$ cat config.mk
export PLATFORM = sky130hd
export DESIGN_NAME = mul_unit
export DESIGN_NICKNAME = d
export VERILOG_FILES = /design/src/hdl/mul_pkg.sv /design/src/hdl/mul_req_fifo.sv /design/src/hdl/mul_18x18.sv /design/src/hdl/multiplier.sv /design/src/hdl/mul_unit.sv
export SDC_FILE = /design/constraint.sdc
export NUM_CORES = 1
export LEC_CHECK = 0
export ABC_AREA = 1
export BUFFER_PORTS_ARGS = -buffer_cell sky130_fd_sc_hd__buf_2
export CORE_ASPECT_RATIO = 0.9
export CORE_MARGIN = 8
export CORE_UTILIZATION = 50
export DETAILED_ROUTE_END_ITERATION = 10
export GPL_TIMING_DRIVEN = 1
export PLACE_DENSITY = 0.64
export SLEW_MARGIN = 20
export SYNTH_ARGS = -nofsm -noshare
export SYNTH_HDL_FRONTEND = slang
export SYNTH_HIERARCHICAL = 1
export SYNTH_SLANG_ARGS = --single-unit
$ cat constraint.sdc
create_clock -name clk -period 14.2 [get_ports clk]
set_input_delay 0.71 -clock clk [delete_from_list [all_inputs] [get_ports clk]]
set_output_delay 0.71 -clock clk [all_outputs]
set_load 0.05 [all_outputs]
$ cat src/hdl/mul_pkg.sv
package mul_pkg;

	// datapath sizes
	localparam int XLEN = 32;
	localparam int MUL_OPND_W = XLEN + 1; // extra bit carries the sign extension
	localparam int RD_ID_W = 5;
	localparam int MUL_FIFO_DEPTH = 2;

	// dsp slice and accumulator
	localparam int ACCUM_W = 48;
	localparam int DSP_W = 18;
	localparam int DSP_PROD_W = 2 * DSP_W;
	localparam int LOW_PART_W = 17; // low slice of each operand, zero extended

	// same encoding as funct3[1:0]
	typedef enum logic [1:0]
	{
		OP_MUL    = 2'b00,
		OP_MULH   = 2'b01,
		OP_MULHSU = 2'b10,
		OP_MULHU  = 2'b11
	} mul_op_e;

	typedef struct packed
	{
		mul_op_e              op;
		logic [XLEN-1:0]      rs1;
		logic [XLEN-1:0]      rs2;
		logic [RD_ID_W-1:0]   rd_id;
	} mul_op_t;

	typedef struct packed
	{
		logic                  res_sel; // 1 picks the upper word
		logic [MUL_OPND_W-1:0] op_a;
		logic [MUL_OPND_W-1:0] op_b;
		logic [RD_ID_W-1:0]    rd_id;
	} mul_req_t;

	typedef struct packed
	{
		logic [XLEN-1:0]    data;
		logic [RD_ID_W-1:0] rd_id;
	} mul_res_t;

endpackage

$ cat src/hdl/mul_req_fifo.sv
`timescale 1ns/100ps

module mul_req_fifo import mul_pkg::*;
(
	input  logic     clk,
	input  logic     resetn,

	input  logic     wr_en,
	input  mul_req_t din,
	output logic     not_full,

	input  logic     rd_en,
	output mul_req_t dout,
	output logic     not_empty
);

	localparam int PTR_W = $clog2(MUL_FIFO_DEPTH);
	localparam int CNT_W = $clog2(MUL_FIFO_DEPTH + 1);

	mul_req_t mem [MUL_FIFO_DEPTH];
	logic [PTR_W-1:0] wr_ptr;
	logic [PTR_W-1:0] rd_ptr;
	logic [CNT_W-1:0] count;
	logic do_wr;
	logic do_rd;

	assign not_full = (count != CNT_W'(MUL_FIFO_DEPTH));
	assign not_empty = (count != '0);

	assign do_wr = wr_en & not_full; // full buffer drops the write
	assign do_rd = rd_en & not_empty;

	// head entry shows without a read
	assign dout = mem[rd_ptr];

	always_ff @(posedge clk)
	begin
		if (do_wr)
			mem[wr_ptr] <= din;
	end

	always_ff @(posedge clk or negedge resetn)
	begin
		if (!resetn)
		begin
			wr_ptr <= '0;
			rd_ptr <= '0;
		end
		else
		begin
			if (do_wr)
				wr_ptr <= wr_ptr + 1'b1; // depth is a power of two
			if (do_rd)
				rd_ptr <= rd_ptr + 1'b1;
		end
	end

	// occupancy
	always_ff @(posedge clk or negedge resetn)
	begin
		if (!resetn)
			count <= '0;
		else if (do_wr && !do_rd)
			count <= count + 1'b1;
		else if (do_rd && !do_wr)
			count <= count - 1'b1;
	end

endmodule

$ cat src/hdl/mul_18x18.sv
`timescale 1ns/100ps

// dsp style signed multiplier
// product register followed by an output register
module mul_18x18 import mul_pkg::*;
(
	input  logic                         clk,

	input  logic signed [DSP_W-1:0]      a,
	input  logic signed [DSP_W-1:0]      b,
	input  logic                         in_en,  // loads the product register
	input  logic                         out_en, // loads the output register

	output logic signed [DSP_PROD_W-1:0] p
);

	logic signed [DSP_PROD_W-1:0] prod_q;
	logic signed [DSP_PROD_W-1:0] p_q;

	// multiply stage
	always_ff @(posedge clk)
	begin
		if (in_en)
			prod_q <= a * b;
	end

	// output stage
	always_ff @(posedge clk)
	begin
		if (out_en)
			p_q <= prod_q;
	end

	assign p = p_q;

endmodule

$ cat src/hdl/multiplier.sv
`timescale 1ns/100ps

// 33x33 signed multiplier on one 18x18 dsp
// buffer write 1 cycle, compute 6 cycles, output register 1 cycle
module multiplier import mul_pkg::*;
(
	input  logic     clk,
	input  logic     resetn,

	input  mul_req_t req,
	input  logic     req_valid,
	output logic     req_ready,

	output mul_res_t res,
	output logic     res_valid,
	input  logic     res_ready
);

	localparam int HIGH_PART_W = MUL_OPND_W - LOW_PART_W; // 16 bit signed upper slice
	localparam int FULL_W = ACCUM_W + LOW_PART_W;          // 65 bit product

	// request buffer
	mul_req_t head;
	logic     buf_not_full;
	logic     buf_not_empty;
	logic     buf_rd_en;

	// controller and dsp
	logic [6:0]                   state; // one hot
	logic                         step;
	logic                         dsp_in_en;
	logic                         dsp_in_en_d;
	logic signed [DSP_W-1:0]      dsp_a;
	logic signed [DSP_W-1:0]      dsp_b;
	logic signed [DSP_PROD_W-1:0] dsp_p;

	// accumulation
	logic [ACCUM_W-1:0]    accum;
	logic [ACCUM_W-1:0]    accum_in;
	logic [LOW_PART_W-1:0] low_part;
	logic [FULL_W-1:0]     full_prod;

	// output stage
	mul_res_t res_d;
	mul_res_t res_q;
	logic     res_valid_q;
	logic     out_ready;

	// low slice zero extended or high slice sign extended to the dsp width
	function automatic logic [DSP_W-1:0] dsp_slice(input logic [MUL_OPND_W-1:0] v,
		input logic high);
		if (high)
			return {{(DSP_W - HIGH_PART_W){v[MUL_OPND_W-1]}}, v[MUL_OPND_W-1:LOW_PART_W]};
		else
			return {{(DSP_W - LOW_PART_W){1'b0}}, v[LOW_PART_W-1:0]};
	endfunction

	assign req_ready = buf_not_full;

	mul_req_fifo req_buf
	(
		.clk       (clk),
		.resetn    (resetn),
		.wr_en     (req_valid & req_ready),
		.din       (req),
		.not_full  (buf_not_full),
		.rd_en     (buf_rd_en),
		.dout      (head),
		.not_empty (buf_not_empty)
	);

	// issue order ll, hl, lh, hh in states 0 to 3
	assign dsp_a = dsp_slice(head.op_a, state[1] | state[3]);
	assign dsp_b = dsp_slice(head.op_b, state[2] | state[3]);
	assign dsp_in_en = (state[0] & buf_not_empty) | state[1] | state[2] | state[3];

	always_ff @(posedge clk or negedge resetn)
	begin
		if (!resetn)
			dsp_in_en_d <= 1'b0;
		else
			dsp_in_en_d <= dsp_in_en;
	end

	mul_18x18 dsp0
	(
		.clk    (clk),
		.a      (dsp_a),
		.b      (dsp_b),
		.in_en  (dsp_in_en),
		.out_en (dsp_in_en_d), // product lands two edges after issue
		.p      (dsp_p)
	);

	// wait for a request in state 0 and for the output stage in state 6
	assign step = (state[0] & buf_not_empty) |
		(~state[0] & ~state[6]) |
		(state[6] & out_ready);

	always_ff @(posedge clk or negedge resetn)
	begin
		if (!resetn)
			state <= 7'b0000001;
		else if (step)
			state <= {state[5:0], state[6]};
	end

	// pop once the result has moved into the output stage
	assign buf_rd_en = state[6] & out_ready;

	always_comb
	begin
		accum_in = '0;
		if (state[2])
			accum_in = {{(ACCUM_W - DSP_PROD_W + LOW_PART_W){1'b0}},
				dsp_p[DSP_PROD_W-1:LOW_PART_W]}; // ll >> 17
		else if (state[3] || state[4])
			accum_in = {{(ACCUM_W - DSP_PROD_W){dsp_p[DSP_PROD_W-1]}}, dsp_p}; // cross terms
		else if (state[5])
			accum_in = {dsp_p[ACCUM_W-LOW_PART_W-1:0], {LOW_PART_W{1'b0}}}; // hh << 17
	end

	always_ff @(posedge clk)
	begin
		if (state[1])
			accum <= '0;
		else if (|state[5:2])
			accum <= accum + accum_in;
	end

	// low 17 bits of the product come straight from ll
	always_ff @(posedge clk)
	begin
		if (state[2])
			low_part <= dsp_p[LOW_PART_W-1:0];
	end

	assign full_prod = {accum, low_part};

	always_comb
	begin
		res_d.rd_id = head.rd_id;
		if (head.res_sel)
			res_d.data = full_prod[2*XLEN-1:XLEN];
		else
			res_d.data = full_prod[XLEN-1:0];
	end

	assign out_ready = ~res_valid_q | res_ready; // empty or draining

	always_ff @(posedge clk)
	begin
		if (state[6] && out_ready)
			res_q <= res_d;
	end

	always_ff @(posedge clk or negedge resetn)
	begin
		if (!resetn)
			res_valid_q <= 1'b0;
		else if (out_ready)
			res_valid_q <= state[6];
	end

	assign res = res_q;
	assign res_valid = res_valid_q;

endmodule

$ cat src/hdl/mul_unit.sv
`timescale 1ns/100ps

// rv32m multiply unit
// turns MUL/MULH/MULHSU/MULHU into a 33x33 signed request
module mul_unit import mul_pkg::*;
(
	input  logic     clk,
	input  logic     resetn,

	input  mul_op_t  op,
	input  logic     op_valid,
	output logic     op_ready,

	output mul_res_t res,
	output logic     res_valid,
	input  logic     res_ready
);

	mul_req_t req;
	logic     req_ready;
	logic     sign_a; // rs1 treated as signed
	logic     sign_b; // rs2 treated as signed
	logic     res_sel;

	always_comb
	begin
		sign_a = 1'b0;
		sign_b = 1'b0;
		res_sel = 1'b1;
		case (op.op)
			OP_MUL:
			begin
				res_sel = 1'b0; // low word is the same for any signedness
			end
			OP_MULH:
			begin
				sign_a = 1'b1;
				sign_b = 1'b1;
			end
			OP_MULHSU:
			begin
				sign_a = 1'b1;
			end
			default: ; // MULHU
		endcase
	end

	assign req.res_sel = res_sel;
	assign req.op_a = {sign_a & op.rs1[XLEN-1], op.rs1};
	assign req.op_b = {sign_b & op.rs2[XLEN-1], op.rs2};
	assign req.rd_id = op.rd_id;

	assign op_ready = req_ready;

	multiplier mul0
	(
		.clk       (clk),
		.resetn    (resetn),
		.req       (req),
		.req_valid (op_valid),
		.req_ready (req_ready),
		.res       (res),
		.res_valid (res_valid),
		.res_ready (res_ready)
	);

endmodule

After elaboration in Yosys (flattened, before gate mapping) --
Memory sizes are Yosys's and may differ from the RTL's. Index checks and enable logic that the tools add are counted.
Storage, ports and cells: logic and storage cells 65, register bits 187, output and inout port bits 39, memories kept 1, bits in writable memories 144, input bits 75
Operators by class: multipliers 1, reduce and logical (&&, ||, !) cells 11, eq/ne operators 3, add/subtract/negate cells 5, mux-type cells 13, bitwise operators 19
Memory list:
- mul0.req_buf.mem | words 2, width 72, read ports 1, clocked after Yosys merged registers in 0, write ports 1, RTL line mul_req_fifo.sv:20 | mul_req_t mem [MUL_FIFO_DEPTH];
Operators by type and width (count):
- 2-to-1 mux 48 bit | 3
- adder 48 bit | 1
- multiplier 18 x 18 -> 36 bit | 1
- 2-to-1 mux 18 bit | 2
- 2-to-1 mux 32 bit | 1
- AND 1 bit | 8
- bitwise OR 1 bit | 8
- 2-to-1 mux 1 bit | 5
- 2-to-1 mux 2 bit | 2
- nonzero test 2 bit | 2
- OR reduction 4 bit | 1
- logical AND 1 bit | 3
- NOT 1 bit | 3
- adder 1 bit, second input constant | 2
- adder 2 x 1 -> 2 bit, second input constant | 1
- == test 2 x 1 -> 1 bit, second input constant | 1
- == test 2 bit, second input constant | 1
- logical NOT 1 bit | 2
- logical NOT 2 bit | 1
- != test 2 bit, second input constant | 1
- OR reduction 2 bit | 1
- subtractor 2 x 1 -> 2 bit, second input constant | 1
- logical OR 1 bit | 1

Depth between registers and ports, before layout --
depth in word-level cells 7, mapped depth 35, gate-level depth less buffers 32

Hierarchy --
Netlist, hierarchy kept.
By module, submodules not included:
- mul_18x18 | area each 15504.9 µm², sequential area each 2162.1 µm², cells an instance 1892, instances 1
- multiplier | area each 9123.8 µm², sequential area each 2788.9 µm², cells an instance 1474, instances 1
- mul_req_fifo | area each 5482.8 µm², sequential area each 4424.2 µm², cells an instance 404, instances 1
- mul_unit | area each 51.3 µm², sequential area each 0.0 µm², cells an instance 9, instances 1

Worst setup path before layout --
No wires, ideal clock.
path kind register to register, start register mul0.state[2], end register mul0.dsp0.prod_q[35], data pin, required time 13.948 ns, stages on the path, launching flop included 28, arrival time 7.067 ns, clock period less this slack 7.320 ns, buffers on the path 4, setup time 0.252 ns, path slack 6.880 ns, path through dfrtp_1 -> buf_2 -> nor2_1 -> inv_1 -> clkbuf_1 -> nand2_1 -> nand2_1 -> clkbuf_1 -> clkbuf_1 -> nand2_1 -> fa_1 -> inv_1 -> fa_1 -> inv_1 -> fa_1 -> inv_1 -> fa_1 -> fa_1 -> inv_1 -> fa_1 -> inv_1 -> ha_1 -> nand2_1 -> nor3_1 -> and2_1 -> a21oi_1 -> nand2_1 -> nand2_1
Between the ends: cells in the longest elaborated chain, start to end 3
RTL lines:
- from (decl) | RTL line multiplier.sv:29 | logic [6:0] state;
- from (signal assigned) | RTL line multiplier.sv:105 | state <= {state[5:0], state[6]};
- bitwise OR 1 bit | RTL line multiplier.sv:74 | assign dsp_b = dsp_slice(head.op_b, state[2] | state[3]);
- 2-to-1 mux 18 bit | RTL line multiplier.sv:52 | if (high)
- via mul0.dsp_b[7] | RTL line multiplier.sv:34 | logic signed [DSP_W-1:0] dsp_b;
- multiplier 18 x 18 -> 36 bit | RTL line mul_18x18.sv:24 | prod_q <= a * b;
- to (signal assigned) | RTL line mul_18x18.sv:24
- to (decl) | RTL line mul_18x18.sv:17 | logic signed [DSP_PROD_W-1:0] prod_q;
The timed path passes the listed nets, and every way through them passes these cells. A chain may end at the register's enable or synchronous reset.

Worst setup path after layout --
start register mul0.state[2], end register mul0.dsp0.prod_q[33], data pin
The elaborated chain is that of the path after synthesis.

==> out/summary.md <==
* **run status** finished clean
* **tightest slew margin relative to the limit** 26.1%
* **mean number of vias per cell** 4.99
* **Initial Utilization** 50.5%
* **relative area change from synthesis to final layout** 8.34%
* **Syn Inst Count** 3,779
* **clk_skew** 26.7 ps
* **startpoint type of the worst setup path** flop
* **worst path bufs/invs** 10
* **share of the cycle needed by the critical path after routing** 54.5%
* **final routed DRC violation total** 0
* **antenna violations before repair** 3
* **number of gates given a new drive strength after cts** 0
* **number of hold buffers added after CTS** 0
* **total CTS buffers** 39
* **number of failing hold endpoints at the final stage** 0
* **Post-Route Setup TNS** 0 ps
* **number of max-cap violations** 0
* **routed wirelength normalized by instance count** 17.4 um
* **Yosys warning count** 6
* **Tightest Hold Check Type** in -> async
* **die outline area** 68,500 sq um
* **clock tree root buffer cell** sky130_fd_sc_hd__clkbuf_16
* **post-synthesis cell area** 30,200 sq um
* **data required time of the worst path** 14,500 ps
* **via count of the first global-routing pass** 23,400
* **count of cells along the worst register-to-register path** 28
* **Avg Inst Size Synth** 7.98 sq um
* **Post-synth EDFFs** 270
* **number of buffers between clock root and the deepest sink** 3
* **maximum achievable frequency** 0.129 GHz
* **number of primary I/O pins** 114
* **Horiz. Die Dim** 275 um
* **maximum number of pins on one net before global-route repair** 74
* **DIE HEIGHT** 249 um
* **final WL** 81.0 mm
* **final-stage net count** 4,394
* **global route total overflow** 0
* **detailed-placement wirelength estimate** 63.8 mm
* **clock edge transition at the registers on the reported setup and hold paths** 60 ps
* **number of unique standard cell types used by synthesis** 43
* **drt pass-1 iters** 5
* **Worst Tran Pin Value** 1100 ps
* **first-pass GRT wire length** 129 mm
* **Post-CTS Setup Repair Bufs** 0
* **Synthesized Nets** 4,329
* **final worst path period need** 7730 ps
* **Main synth FF type** sky130_fd_sc_hd__edfxtp_1
* **# H-tree levels** 2
* **insertion delay to the later sink of the worst-skew pair** 560 ps
* **ANT nets after route** 0
* **clock sink count** 330
* **core area** 59,800 sq um
* **count of buffers from port buffering** 113
* **total number of placement rows** 85
* **number of register bits inferred by synthesis** 330
* **stage delay of the slowest cell on the critical path** 750 ps
* **logic depth of the worst path, buffers included** 28
* **vias after detailed routing** 23,200
* **GR Util All Layers** 24.1%
* **share of synthesized flip-flops with an asynchronous set or reset** 3.94%
* **DRT iter0 DRCs** 1,681
* **maximum net fanout on the critical path** 24
* **setup repair after global routing missed its margin** no
* **final weighted congestion of routability-driven global placement** 0.963
* **sequential area share after synthesis** 31.1%
* **setup violators final** 0
* **Top delay family on crit path** adder cells
* **critical path capture point type** flop
* **TritonCTS clock tree** yes
* **max-slew violation count** 0
* **Worst EP arrival** 8030 ps
* **slowest stage cell on the critical path** sky130_fd_sc_hd__fa_1
* **fraction of final layout cells sized beyond drive strength 1** 6.87%
* **Worst path most repeated cell** sky130_fd_sc_hd__inv_1
* **kind of critical path** reg -> reg
## cell type report
class	instances	area [sq um]
clock inverters	24	194
well taps	783	980
fillers	5761	27100
repair buffers	149	836
clock buffers	47	1020
flip-flops and latches	330	9380
multi-input cells	2381	16700
diodes	2	5.00
inverters	943	3540
## cell families (layout without fill, tap and decap cells)
family          after synthesis  in the layout  share of synthesized area (%)
simple gates               1644           1644                           21.8
buf+inv                    1068           1163                           13.5
fa+ha+maj                   475            475                           27.9
flops                       330            330                           31.1
compound gates              203            203                           3.81
xor+xnor                     41             41                           1.19
mux                          18             18                          0.672
other cells                   0              2                              0
## state kept, by name (all words and copies together), names as in the netlist
register             cells
mul0/req_buf/wr_ptr      1
mul0/res_valid           1
mul0/req_buf/mem       144
mul0/req_buf/count       2
mul0/accum              47
mul0/low_part           17
mul0/dsp0/prod_q        36
mul0/res                37
mul0/dsp_in_en_d         1
mul0/state               7
mul0/dsp0/p             36
mul0/req_buf/rd_ptr      1
## path summary, 6_finish.rpt
check | to | slack, ps | start
setup / recovery | mul0/dsp0/prod_q[33] | 6470 | mul0/state[2]
hold / removal | mul0/req_buf/rd_ptr | 50 | resetn
setup reg to reg | mul0/dsp0/prod_q[33] | 6470 | mul0/state[2]
hold reg to reg | mul0/dsp0/p[7] | 410 | mul0/dsp0/prod_q[7]
max in group asynchronous | mul0/state[0] | 13860 | resetn
min in group clk | mul0/req_buf/mem[1][19] | 350 | op[19]
## cell usage after synthesis (3+ instances only)
cell                       instances  area [sq um]
sky130_fd_sc_hd__nand4_1          20           125
sky130_fd_sc_hd__buf_2             8          40.0
sky130_fd_sc_hd__nand2_2           8          50.1
sky130_fd_sc_hd__mux2_2           18           203
sky130_fd_sc_hd__dfrtp_1          12           300
sky130_fd_sc_hd__nor2_4            3          33.8
sky130_fd_sc_hd__o21ai_1           8          40.0
sky130_fd_sc_hd__and2_1            4          25.0
sky130_fd_sc_hd__edfxtp_1        270          8110
sky130_fd_sc_hd__o21bai_1         22           165
sky130_fd_sc_hd__a21oi_1          73           365
sky130_fd_sc_hd__a22oi_1          15           113
sky130_fd_sc_hd__nand3_1         142           711
sky130_fd_sc_hd__or2_0             5          31.3
sky130_fd_sc_hd__xor2_1           36           315
sky130_fd_sc_hd__clkbuf_1        102           383
sky130_fd_sc_hd__ha_1            145          1810
sky130_fd_sc_hd__fa_1            330          6610
sky130_fd_sc_hd__xnor2_1           5          43.8
sky130_fd_sc_hd__dfxtp_1          47           941
sky130_fd_sc_hd__nand3_2           3          30.0
sky130_fd_sc_hd__or2_2             5          31.3
sky130_fd_sc_hd__inv_2             8          30.0
sky130_fd_sc_hd__nor2_1          163           612
sky130_fd_sc_hd__o21ai_0          69           345
sky130_fd_sc_hd__buf_1             6          22.5
sky130_fd_sc_hd__nor3_1           11          55.1
sky130_fd_sc_hd__o211ai_1         13          97.6
sky130_fd_sc_hd__nand2_1        1263          4740
sky130_fd_sc_hd__nor2_2            9          56.3
sky130_fd_sc_hd__buf_6             8          90.1
sky130_fd_sc_hd__inv_1           934          3510
## routing by layer
| metal | GRT usage (%) | part of all wire (%) |
|---|---|---|
| met1 | 33.3 | 45 |
| met2 | 38.9 | 46 |
| met3 | 4.17 | 6.9 |
| met4 | 6.49 | 2.6 |
| met5 | 0 | 0 |
## placed cells by master, fill, tap and decap left out, types with 3 or more instances in the layout
cell | Yosys | routed
sky130_fd_sc_hd__a21oi_1 | 73 | 73
sky130_fd_sc_hd__a22oi_1 | 15 | 15
sky130_fd_sc_hd__and2_1 | 4 | 4
sky130_fd_sc_hd__buf_2 | 8 | 113
sky130_fd_sc_hd__buf_4 | 1 | 36
sky130_fd_sc_hd__clkbuf_1 | 102 | 7
sky130_fd_sc_hd__clkbuf_16 | 0 | 39
sky130_fd_sc_hd__clkinv_1 | 1 | 11
sky130_fd_sc_hd__clkinv_2 | 0 | 7
sky130_fd_sc_hd__dfrtp_1 | 12 | 11
sky130_fd_sc_hd__dfxtp_1 | 47 | 47
sky130_fd_sc_hd__edfxtp_1 | 270 | 270
sky130_fd_sc_hd__fa_1 | 330 | 330
sky130_fd_sc_hd__ha_1 | 145 | 145
sky130_fd_sc_hd__inv_1 | 934 | 933
sky130_fd_sc_hd__inv_2 | 8 | 8
sky130_fd_sc_hd__mux2_2 | 18 | 18
sky130_fd_sc_hd__nand2_1 | 1263 | 1263
sky130_fd_sc_hd__nand2_2 | 8 | 8
sky130_fd_sc_hd__nand3_1 | 142 | 141
sky130_fd_sc_hd__nand3_2 | 3 | 3
sky130_fd_sc_hd__nand4_1 | 20 | 20
sky130_fd_sc_hd__nor2_1 | 163 | 161
sky130_fd_sc_hd__nor2_2 | 9 | 9
sky130_fd_sc_hd__nor2_4 | 3 | 5
sky130_fd_sc_hd__nor3_1 | 11 | 11
sky130_fd_sc_hd__o211ai_1 | 13 | 13
sky130_fd_sc_hd__o21ai_0 | 69 | 69
sky130_fd_sc_hd__o21ai_1 | 8 | 8
sky130_fd_sc_hd__o21bai_1 | 22 | 22
sky130_fd_sc_hd__or2_0 | 5 | 5
sky130_fd_sc_hd__or2_2 | 5 | 5
sky130_fd_sc_hd__xnor2_1 | 5 | 5
sky130_fd_sc_hd__xor2_1 | 36 | 36
## through the flow
step	hold WS [ps]	utilization [%]	instances	cell area (sq um)	setup slack [ps]
2_1_floorplan	400	-	3779	30200	6880
3_3_place_gp	401	52.6	4586	31500	6560
3_5_place_dp	406	52.6	4586	31500	6480
4_1_cts	26.0	54.7	4657	32700	6440
5_1_grt	49.5	54.7	4659	32700	5700
6_report	54.5	54.7	4659	32700	6470
Power is left out: the tool's default activity adds up to more than one toggle a clock period on the data nets, which glitch-free logic cannot reach.
